**config.mk**
```make
export PLATFORM = sky130hd
export DESIGN_NAME = lc3_core
export DESIGN_NICKNAME = d
export VERILOG_FILES = /design/src/lc3_pkg.sv /design/src/lc3_addr_gen.sv /design/src/lc3_alu.sv /design/src/lc3_control.sv /design/src/lc3_core.sv /design/src/lc3_regfile.sv
export SDC_FILE = /design/constraint.sdc
export NUM_CORES = 1
export LEC_CHECK = 0
export BUFFER_PORTS_ARGS = -buffer_cell sky130_fd_sc_hd__buf_2
export CAP_MARGIN = 20
export CORE_MARGIN = 1.5
export CORE_UTILIZATION = 55
export CTS_BUF_LIST = sky130_fd_sc_hd__clkbuf_4
export CTS_CLUSTER_SIZE = 12
export DETAILED_ROUTE_END_ITERATION = 10
export GPL_ROUTABILITY_DRIVEN = 0
export GPL_TIMING_DRIVEN = 1
export PLACE_DENSITY = 0.81
export SYNTH_ARGS = -nofsm -noshare
export SYNTH_HDL_FRONTEND = slang
export SYNTH_SLANG_ARGS = --single-unit
```
**constraint.sdc**
```tcl
create_clock -name clk -period 6.6 [get_ports clk]
set_clock_uncertainty 0.15 [all_clocks]
set_input_delay 0.33 -clock clk [delete_from_list [all_inputs] [get_ports clk]]
set_output_delay 0.33 -clock clk [all_outputs]
set_load 0.1 [all_outputs]
```
**src/lc3_pkg.sv**
```systemverilog
package lc3_pkg;

    ////////////////////////////////////////
    // widths and basic types
    ////////////////////////////////////////
    localparam int WORD_W = 16;
    localparam int REG_COUNT = 8;

    typedef logic [WORD_W-1:0] word_t;
    typedef logic [2:0] reg_idx_t;

    // jsr and jsrr always link through r7
    localparam reg_idx_t LINK_REG = 3'd7;

    // jmp also covers ret (base r7)
    typedef enum logic [3:0] {
        OP_BR  = 4'b0000,
        OP_ADD = 4'b0001,
        OP_LD  = 4'b0010,
        OP_ST  = 4'b0011,
        OP_JSR = 4'b0100,
        OP_AND = 4'b0101,
        OP_LDR = 4'b0110,
        OP_STR = 4'b0111,
        OP_NOT = 4'b1001,
        OP_JMP = 4'b1100,
        OP_LEA = 4'b1110
    } opcode_e;

    ////////////////////////////////////////
    // instruction formats
    ////////////////////////////////////////
    // add/and/not; with imm clear, imm5[2:0] is sr2
    typedef struct packed {
        opcode_e opcode;
        reg_idx_t dr;
        reg_idx_t sr1;
        logic imm;
        logic [4:0] imm5;
    } opr_fmt_t;

    typedef struct packed {
        opcode_e opcode;
        logic n;
        logic z;
        logic p;
        logic [8:0] offset9;
    } br_fmt_t;

    // ld/st/lea read offset9 from the same low nine bits
    typedef struct packed {
        opcode_e opcode;
        reg_idx_t dr;
        reg_idx_t base;
        logic [5:0] offset6;
    } mem_fmt_t;

    typedef struct packed {
        opcode_e opcode;
        logic long_flag;
        logic [10:0] offset11;
    } jsr_fmt_t;

    typedef union packed {
        opr_fmt_t opr;
        br_fmt_t br;
        mem_fmt_t mem;
        jsr_fmt_t jsr;
    } instr_u;

    typedef struct packed {
        logic n;
        logic z;
        logic p;
    } cc_t;

    typedef enum logic [1:0] {
        ALU_ADD,
        ALU_AND,
        ALU_NOT,
        ALU_PASS
    } alu_op_e;

    typedef struct packed {
        logic write;
        word_t address;
        word_t wdata;
    } mem_req_t;

endpackage

```
**src/lc3_addr_gen.sv**
```systemverilog
`timescale 1ns/1ps

module lc3_addr_gen (
    input  lc3_pkg::instr_u ir,
    input  lc3_pkg::word_t  pc,
    input  lc3_pkg::word_t  base,
    input  lc3_pkg::cc_t    cc,
    output lc3_pkg::word_t  target,
    output logic            branch_taken
);
    import lc3_pkg::*;

    word_t off9;
    word_t off11;
    word_t off6;

    // sign extension of the three offset fields
    assign off9  = {{7{ir.br.offset9[8]}}, ir.br.offset9};
    assign off11 = {{5{ir.jsr.offset11[10]}}, ir.jsr.offset11};
    assign off6  = {{10{ir.mem.offset6[5]}}, ir.mem.offset6};

    ////////////////////////////////////////
    // target select
    ////////////////////////////////////////
    // pc here is already past the current instruction
    always_comb begin
        case (ir.opr.opcode)
            // jsr vs jsrr by bit 11
            OP_JSR:         target = ir.jsr.long_flag ? pc + off11 : base;
            // jmp and ret
            OP_JMP:         target = base;
            OP_LDR, OP_STR: target = base + off6;
            // br, ld, lea, st
            default:        target = pc + off9;
        endcase
    end

    // nzp = 000 never branches
    assign branch_taken = (ir.br.n & cc.n) | (ir.br.z & cc.z) | (ir.br.p & cc.p);

endmodule

```
**src/lc3_alu.sv**
```systemverilog
`timescale 1ns/1ps

module lc3_alu (
    input  lc3_pkg::alu_op_e op,
    input  lc3_pkg::word_t   a,
    input  lc3_pkg::word_t   b,
    output lc3_pkg::word_t   result,
    output lc3_pkg::cc_t     cc
);
    import lc3_pkg::*;

    ////////////////////////////////////////
    // operation select
    ////////////////////////////////////////
    always_comb begin
        case (op)
            // 16-bit wrap, no carry out
            ALU_ADD: result = a + b;
            ALU_AND: result = a & b;
            // not ignores b
            ALU_NOT: result = ~a;
            // lea address and load data come through here
            default: result = a;
        endcase
    end

    ////////////////////////////////////////
    // condition codes
    ////////////////////////////////////////
    // exactly one of n/z/p is set for any result
    always_comb begin
        cc.n = result[WORD_W-1];
        cc.z = (result == '0);
        // positive means neither sign nor zero
        cc.p = ~cc.n & ~cc.z;
    end

endmodule

```
**src/lc3_control.sv**
```systemverilog
`timescale 1ns/1ps

module lc3_control #(
    parameter lc3_pkg::word_t RESET_PC = 16'h3000
) (
    input  logic              clk,
    input  logic              reset,
    // memory port
    output lc3_pkg::mem_req_t mem_req,
    output logic              mem_req_valid,
    input  logic              mem_req_ready,
    input  logic              mem_rsp_valid,
    input  lc3_pkg::word_t    mem_rsp_data,
    // register file
    output lc3_pkg::reg_idx_t rf_rd_idx_a,
    output lc3_pkg::reg_idx_t rf_rd_idx_b,
    input  lc3_pkg::word_t    rf_rd_data_a,
    input  lc3_pkg::word_t    rf_rd_data_b,
    output logic              rf_wr_en,
    output lc3_pkg::reg_idx_t rf_wr_idx,
    output lc3_pkg::word_t    rf_wr_data,
    // alu
    output lc3_pkg::alu_op_e  alu_op,
    output lc3_pkg::word_t    alu_a,
    output lc3_pkg::word_t    alu_b,
    input  lc3_pkg::word_t    alu_result,
    input  lc3_pkg::cc_t      alu_cc,
    // address generator
    output lc3_pkg::instr_u   ir,
    output lc3_pkg::word_t    pc,
    output lc3_pkg::cc_t      cc,
    input  lc3_pkg::word_t    target,
    input  logic              branch_taken
);
    import lc3_pkg::*;

    typedef enum logic [2:0] {
        FETCH_REQ,
        FETCH_WAIT,
        DECODE,
        EXEC,
        MEM_REQ,
        MEM_WAIT,
        WRITEBACK
    } state_e;

    state_e state;
    // low only for the cycle out of reset
    logic started;
    word_t mem_addr;
    word_t st_data;
    word_t ld_data;
    opcode_e opcode;
    logic is_store;
    word_t imm5_ext;

    assign opcode   = ir.opr.opcode;
    assign is_store = (opcode == OP_ST) || (opcode == OP_STR);
    assign imm5_ext = {{11{ir.opr.imm5[4]}}, ir.opr.imm5};

    ////////////////////////////////////////
    // memory request
    ////////////////////////////////////////
    // pc and mem_addr only move on acceptance, so the request holds
    assign mem_req_valid   = started && (state == FETCH_REQ || state == MEM_REQ);
    assign mem_req.write   = (state == MEM_REQ) && is_store;
    assign mem_req.address = (state == MEM_REQ) ? mem_addr : pc;
    assign mem_req.wdata   = st_data;

    ////////////////////////////////////////
    // datapath steering
    ////////////////////////////////////////
    // sr1 and base share bits 8:6
    assign rf_rd_idx_a = ir.opr.sr1;
    // store source sits in the dr field
    assign rf_rd_idx_b = is_store ? ir.mem.dr : ir.opr.imm5[2:0];

    always_comb begin
        case (opcode)
            OP_ADD:  alu_op = ALU_ADD;
            OP_AND:  alu_op = ALU_AND;
            OP_NOT:  alu_op = ALU_NOT;
            default: alu_op = ALU_PASS;
        endcase
        // load data and lea pass through the alu for their flags
        if (state == WRITEBACK) begin
            alu_a = ld_data;
        end else if (opcode == OP_LEA) begin
            alu_a = target;
        end else begin
            alu_a = rf_rd_data_a;
        end
        alu_b = ir.opr.imm ? imm5_ext : rf_rd_data_b;
    end

    // jsr links the incremented pc into r7
    assign rf_wr_idx  = (opcode == OP_JSR) ? LINK_REG : ir.opr.dr;
    assign rf_wr_data = (opcode == OP_JSR) ? pc : alu_result;
    assign rf_wr_en   = (state == WRITEBACK) ||
                        ((state == EXEC) &&
                         (opcode inside {OP_ADD, OP_AND, OP_NOT, OP_LEA, OP_JSR}));

    ////////////////////////////////////////
    // state machine
    ////////////////////////////////////////
    always_ff @(posedge clk) begin
        if (reset) begin
            state   <= FETCH_REQ;
            started <= 1'b0;
            pc      <= RESET_PC;
            cc      <= '{n: 1'b0, z: 1'b1, p: 1'b0};
        end else begin
            started <= 1'b1;
            case (state)
                FETCH_REQ: begin
                    if (mem_req_valid && mem_req_ready) begin
                        pc    <= pc + 16'd1;
                        state <= FETCH_WAIT;
                    end
                end
                FETCH_WAIT: begin
                    if (mem_rsp_valid) begin
                        ir    <= mem_rsp_data;
                        state <= DECODE;
                    end
                end
                DECODE: begin
                    // rti, reserved and dropped opcodes fall out as no-ops
                    if (opcode inside {OP_ADD, OP_AND, OP_NOT, OP_BR, OP_JMP, OP_JSR,
                                       OP_LD, OP_LDR, OP_LEA, OP_ST, OP_STR}) begin
                        state <= EXEC;
                    end else begin
                        state <= FETCH_REQ;
                    end
                end
                EXEC: begin
                    state <= FETCH_REQ;
                    case (opcode)
                        OP_ADD, OP_AND, OP_NOT, OP_LEA: cc <= alu_cc;
                        OP_BR: begin
                            if (branch_taken) begin
                                pc <= target;
                            end
                        end
                        // link write lands on this same edge
                        OP_JMP, OP_JSR: pc <= target;
                        OP_LD, OP_LDR, OP_ST, OP_STR: begin
                            mem_addr <= target;
                            st_data  <= rf_rd_data_b;
                            state    <= MEM_REQ;
                        end
                        default: ;
                    endcase
                end
                MEM_REQ: begin
                    // a write is done once accepted
                    if (mem_req_ready) begin
                        state <= is_store ? FETCH_REQ : MEM_WAIT;
                    end
                end
                MEM_WAIT: begin
                    if (mem_rsp_valid) begin
                        ld_data <= mem_rsp_data;
                        state   <= WRITEBACK;
                    end
                end
                WRITEBACK: begin
                    cc    <= alu_cc;
                    state <= FETCH_REQ;
                end
                default: state <= FETCH_REQ;
            endcase
        end
    end

endmodule

```
**src/lc3_core.sv**
```systemverilog
`timescale 1ns/1ps

module lc3_core #(
    parameter lc3_pkg::word_t RESET_PC = 16'h3000
) (
    input  logic              clk,
    input  logic              reset,
    output lc3_pkg::mem_req_t mem_req,
    output logic              mem_req_valid,
    input  logic              mem_req_ready,
    input  logic              mem_rsp_valid,
    input  lc3_pkg::word_t    mem_rsp_data
);
    import lc3_pkg::*;

    // register file
    reg_idx_t rf_rd_idx_a;
    reg_idx_t rf_rd_idx_b;
    word_t rf_rd_data_a;
    word_t rf_rd_data_b;
    logic rf_wr_en;
    reg_idx_t rf_wr_idx;
    word_t rf_wr_data;
    // alu
    alu_op_e alu_op;
    word_t alu_a;
    word_t alu_b;
    word_t alu_result;
    cc_t alu_cc;
    // address generation
    instr_u ir;
    word_t pc;
    cc_t cc;
    word_t target;
    logic branch_taken;

    ////////////////////////////////////////
    // sequencing and memory port
    ////////////////////////////////////////
    lc3_control #(
        .RESET_PC(RESET_PC)
    ) u_control (
        .*
    );

    lc3_regfile u_regfile (
        .clk       (clk),
        .reset     (reset),
        .rd_idx_a  (rf_rd_idx_a),
        .rd_idx_b  (rf_rd_idx_b),
        .rd_data_a (rf_rd_data_a),
        .rd_data_b (rf_rd_data_b),
        .wr_en     (rf_wr_en),
        .wr_idx    (rf_wr_idx),
        .wr_data   (rf_wr_data)
    );

    lc3_alu u_alu (
        .op     (alu_op),
        .a      (alu_a),
        .b      (alu_b),
        .result (alu_result),
        .cc     (alu_cc)
    );

    // base register comes off read port a
    lc3_addr_gen u_addr_gen (
        .ir           (ir),
        .pc           (pc),
        .base         (rf_rd_data_a),
        .cc           (cc),
        .target       (target),
        .branch_taken (branch_taken)
    );

endmodule

```
**src/lc3_regfile.sv**
```systemverilog
`timescale 1ns/1ps

module lc3_regfile (
    input  logic              clk,
    input  logic              reset,
    input  lc3_pkg::reg_idx_t rd_idx_a,
    input  lc3_pkg::reg_idx_t rd_idx_b,
    output lc3_pkg::word_t    rd_data_a,
    output lc3_pkg::word_t    rd_data_b,
    input  logic              wr_en,
    input  lc3_pkg::reg_idx_t wr_idx,
    input  lc3_pkg::word_t    wr_data
);
    import lc3_pkg::*;

    // r0..r7
    word_t regs [REG_COUNT];

    // read ports are combinational, so a write shows up the cycle after
    assign rd_data_a = regs[rd_idx_a];
    assign rd_data_b = regs[rd_idx_b];

    ////////////////////////////////////////
    // single write port
    ////////////////////////////////////////
    always_ff @(posedge clk) begin
        if (reset) begin
            // every register starts at zero
            for (int i = 0; i < REG_COUNT; i++) begin
                regs[i] <= '0;
            end
        end else if (wr_en) begin
            regs[wr_idx] <= wr_data;
        end
    end

endmodule

```
==> results.tsv <==
stage	metric	value	unit
synth	yosys_warnings	0	
detailed_routing	first_pass_iters	6	
sta	max_freq	157	MHz
sta	fin_crit	6390	ps
synth	seq_area_frac_synth	43.3	%
sta	whs	178	ps
pwr	ir_drop	0.177	mV
sta	worst_slew_pin_slew	1030	ps
detailed_routing	drc_errors	0	
grt	grt_pass1_wl	68.3	mm
min_path	hold_end	u_control.ld_data[4]	
clock_network	cts_max_level	2	
synth	syn-num-nets	1458	
min_path	hp-start	mem_rsp_data[4]	
critical_path	r2r_slack	210	ps
sta	final_hold_viol_count	0	
detailed_routing	drt_iter0_drc	1944	
critical_path	cp-start-kind	flop	
sta	setup_viol	0	
die	rows	59	
critical_path	arrival	6830	ps
synth	synth_area_leaders	edfxtp_1 (40%), mux4_2 (7.1%), nor2_1 (5.9%)	
critical_path	worst_r2r_endpoint	u_control.cc[0]	
detailed_routing	viasPerCell	6.80	
clock_network	cts_tree	built	
critical_path	crit_path_end_kind	flop	
grt	grt.overflow.total	0	
min_path	hp-class	in -> reg	
grt	grt_pass1_vias	12374	
place	numPortBuffers	53	
die	pin_count	54	
synth	syn_inst	1382	
clock_network	cts_setup_buffers	0	
detailed_routing	ant_nets	0	
synth	netlist.top_cell.by_area	edfxtp_1	
cells_and_area	drive_gt1_share	20.1	%
synth	synth-async-reset-ratio	0	%
sta	fin_crit_sh	96.8	%
sta	max_slew_margin	31.5	%
synth	postSynthRegisterBits	218	
sta	layout_setup_ws	214	ps
clock_network	cts_root_buffer	clkbuf_4	
clock_network	cts_buffers	55	
synth	syn_area	14500	um^2
grt	grt_max_degree	40	
place	hpwl	31.3	mm
detailed_routing	vias	12662	
place	place_area	15300	um^2
clock_network	path_clk_slew	70	ps
cells_and_area	num-nets-final	1564	
grt	antenna_found_initial	1	
clock_network	max-clock-path-buffers	3	
die	initial_core_util	55.9	%
synth	synth_commonest_cells	nor2_1 (228), edfxtp_1 (192), nand2_1 (89)	
synth	synth.distinct_cells	76	
critical_path	crit_fanout	17	
critical_path	reg2regPathDepth	17	
critical_path	r2r_start	u_control.ir[15]	
synth	yosysMostFrequentCell	nor2_1	
detailed_routing	postRouteWirelength	44.4	mm
detailed_routing	detail_route.wl_per_cell	23.9	um
sta	final_max_slew_viol_count	0	
critical_path	crit_type	reg -> reg	
outcome	outcome	completed	
clock_network	worstSkewPairLatency	730	ps
synth	yosysTopAreaCellShare	39.7	%
die	dieArea	27400	um^2
cells_and_area	fin_area	16200	um^2
clock_network	cts_sinks	218	
pwr	p_per_area	193	nW/um^2
synth	synthFlopType	edfxtp_1	
cells_and_area	final_util	62.3	%
place	place_ws	80.8	ps
die	coreArea	26000	um^2
min_path	hold_depth	2	
die	die_h	165	um
grt	grtUsageTotal	33.2	%
synth	synth_edf_count	192	
flow_run	cap_violations	0	
pwr	p_leak	0.00631	uW
cells_and_area	syn_to_final_growth	11.6	%
critical_path	crit_required	7040	ps
synth	postSynthAreaPerCell	10.5	um^2
die	fp.dieW	165	um
## placed cells by master, fill, tap and decap left out, drive strengths merged, types with 8 or more instances in the layout
master,instances
and3,19
o21a,11
clkinv,15
ha,53
o22ai,13
nor2,228
mux2,47
a211oi,17
a21o,16
dfxtp,26
a21oi,82
a31oi,16
clkbuf,77
nand2b,11
xor2,11
buf,107
a211o,9
o31ai,10
nor3,29
nand3,23
mux4,59
or2,8
edfxtp,192
dlygate4sd3,21
a22oi,11
a221oi,13
inv,33
nand2,89
mux2i,38
xnor2,19
nor2b,20
o21ai,70
## per-layer routing
layer  global-route usage, %  share of wire [%]  vias to the layer above
li1                        -                  -                     5555
met1                    41.3                 36                     5970
met2                    52.1                 45                      922
met3                    8.69                 13                      215
met4                    19.4                6.1                        0
met5                       0                  0                        -
## power breakdown
| group | leakage [uW] | switching [uW] | total [uW] | internal (uW) |
|---|---|---|---|---|
| Clock | 0.000387 | 563 | 1100 | 536 |
| Sequential | 0.00211 | 27.2 | 1560 | 1530 |
| Combinational | 0.00381 | 283 | 467 | 185 |
| Total | 0.00631 | 873 | 3120 | 2250 |
## area by class of cell
class | count | area (um^2)
fill | 2080 | 9790
clock inverter | 17 | 75.1
timing repair buffer | 128 | 881
antenna | 1 | 2.50
tap | 335 | 419
inverter | 32 | 120
sequential | 218 | 6290
clock buffer | 77 | 578
multi-input combinational | 1053 | 7830
## timing repair
item / CTS / global route
endpoints found under the setup margin: 0 / 47
endpoints found under the hold margin: 50 / 0
resized for setup: 0 / 4
hold buffers: 21 / 0
## per-stage QoR
step	instances	power (uW)	TNS (ps)
finish	1861	3120	0
floorplan	1382	1890	0
CTS	1860	3120	0
global placement	1745	2010	0
detailed placement	1745	2020	0
global route	1861	3240	-8.63
## sequential cells by signal, indices dropped and copies added, names as in the netlist, named ones only
register,count
u_control.pc,16
u_control.ir,16
u_control.state,3
u_regfile.regs,128
u_control.started,1
u_control.ld_data,16
u_control.st_data,16
u_control.mem_addr,16
u_control.cc,3
## critical path, stage by stage, from the launching register on
cell and delay (ps):
edfxtp_1 380, nor2b_1 430, nand2_1 240, mux2i_4 380, buf_4 400, mux4_2 560, mux2_2 310, mux2_2 270
ha_1 350, a211oi_1 360, nor3_1 90, a2111oi_0 510, o31ai_1 100, or3_1 320, o211a_1 140, nor4_1 460
or4b_1 500, a221o_1 320
## logic make-up after synthesis
| family | synth area share (%) |
|---|---|
| simple gates | 15.1 |
| mux | 15.8 |
| compound gates | 15.9 |
| buf+inv | 3.10 |
| flops | 43.3 |
| xor+xnor | 1.81 |
| fa+ha+maj | 4.98 |
## worst max path at each step
stage	slack, ps	end	cells after the start	startpoint
2_1_floorplan	500	u_control.cc[0]	19	u_control.ir[13]
3_3_place_gp	410	u_control.cc[0]	21	flop
3_5_place_dp	80	u_control.cc[0]	21	flop
4_1_cts	40	u_control.cc[0]	21	flop
5_1_grt	-9	u_control.cc[0]	21	flop
6_report	210	u_control.cc[0]	17	u_control.ir[15]
Note: power is estimated with default switching activity, not from simulation.
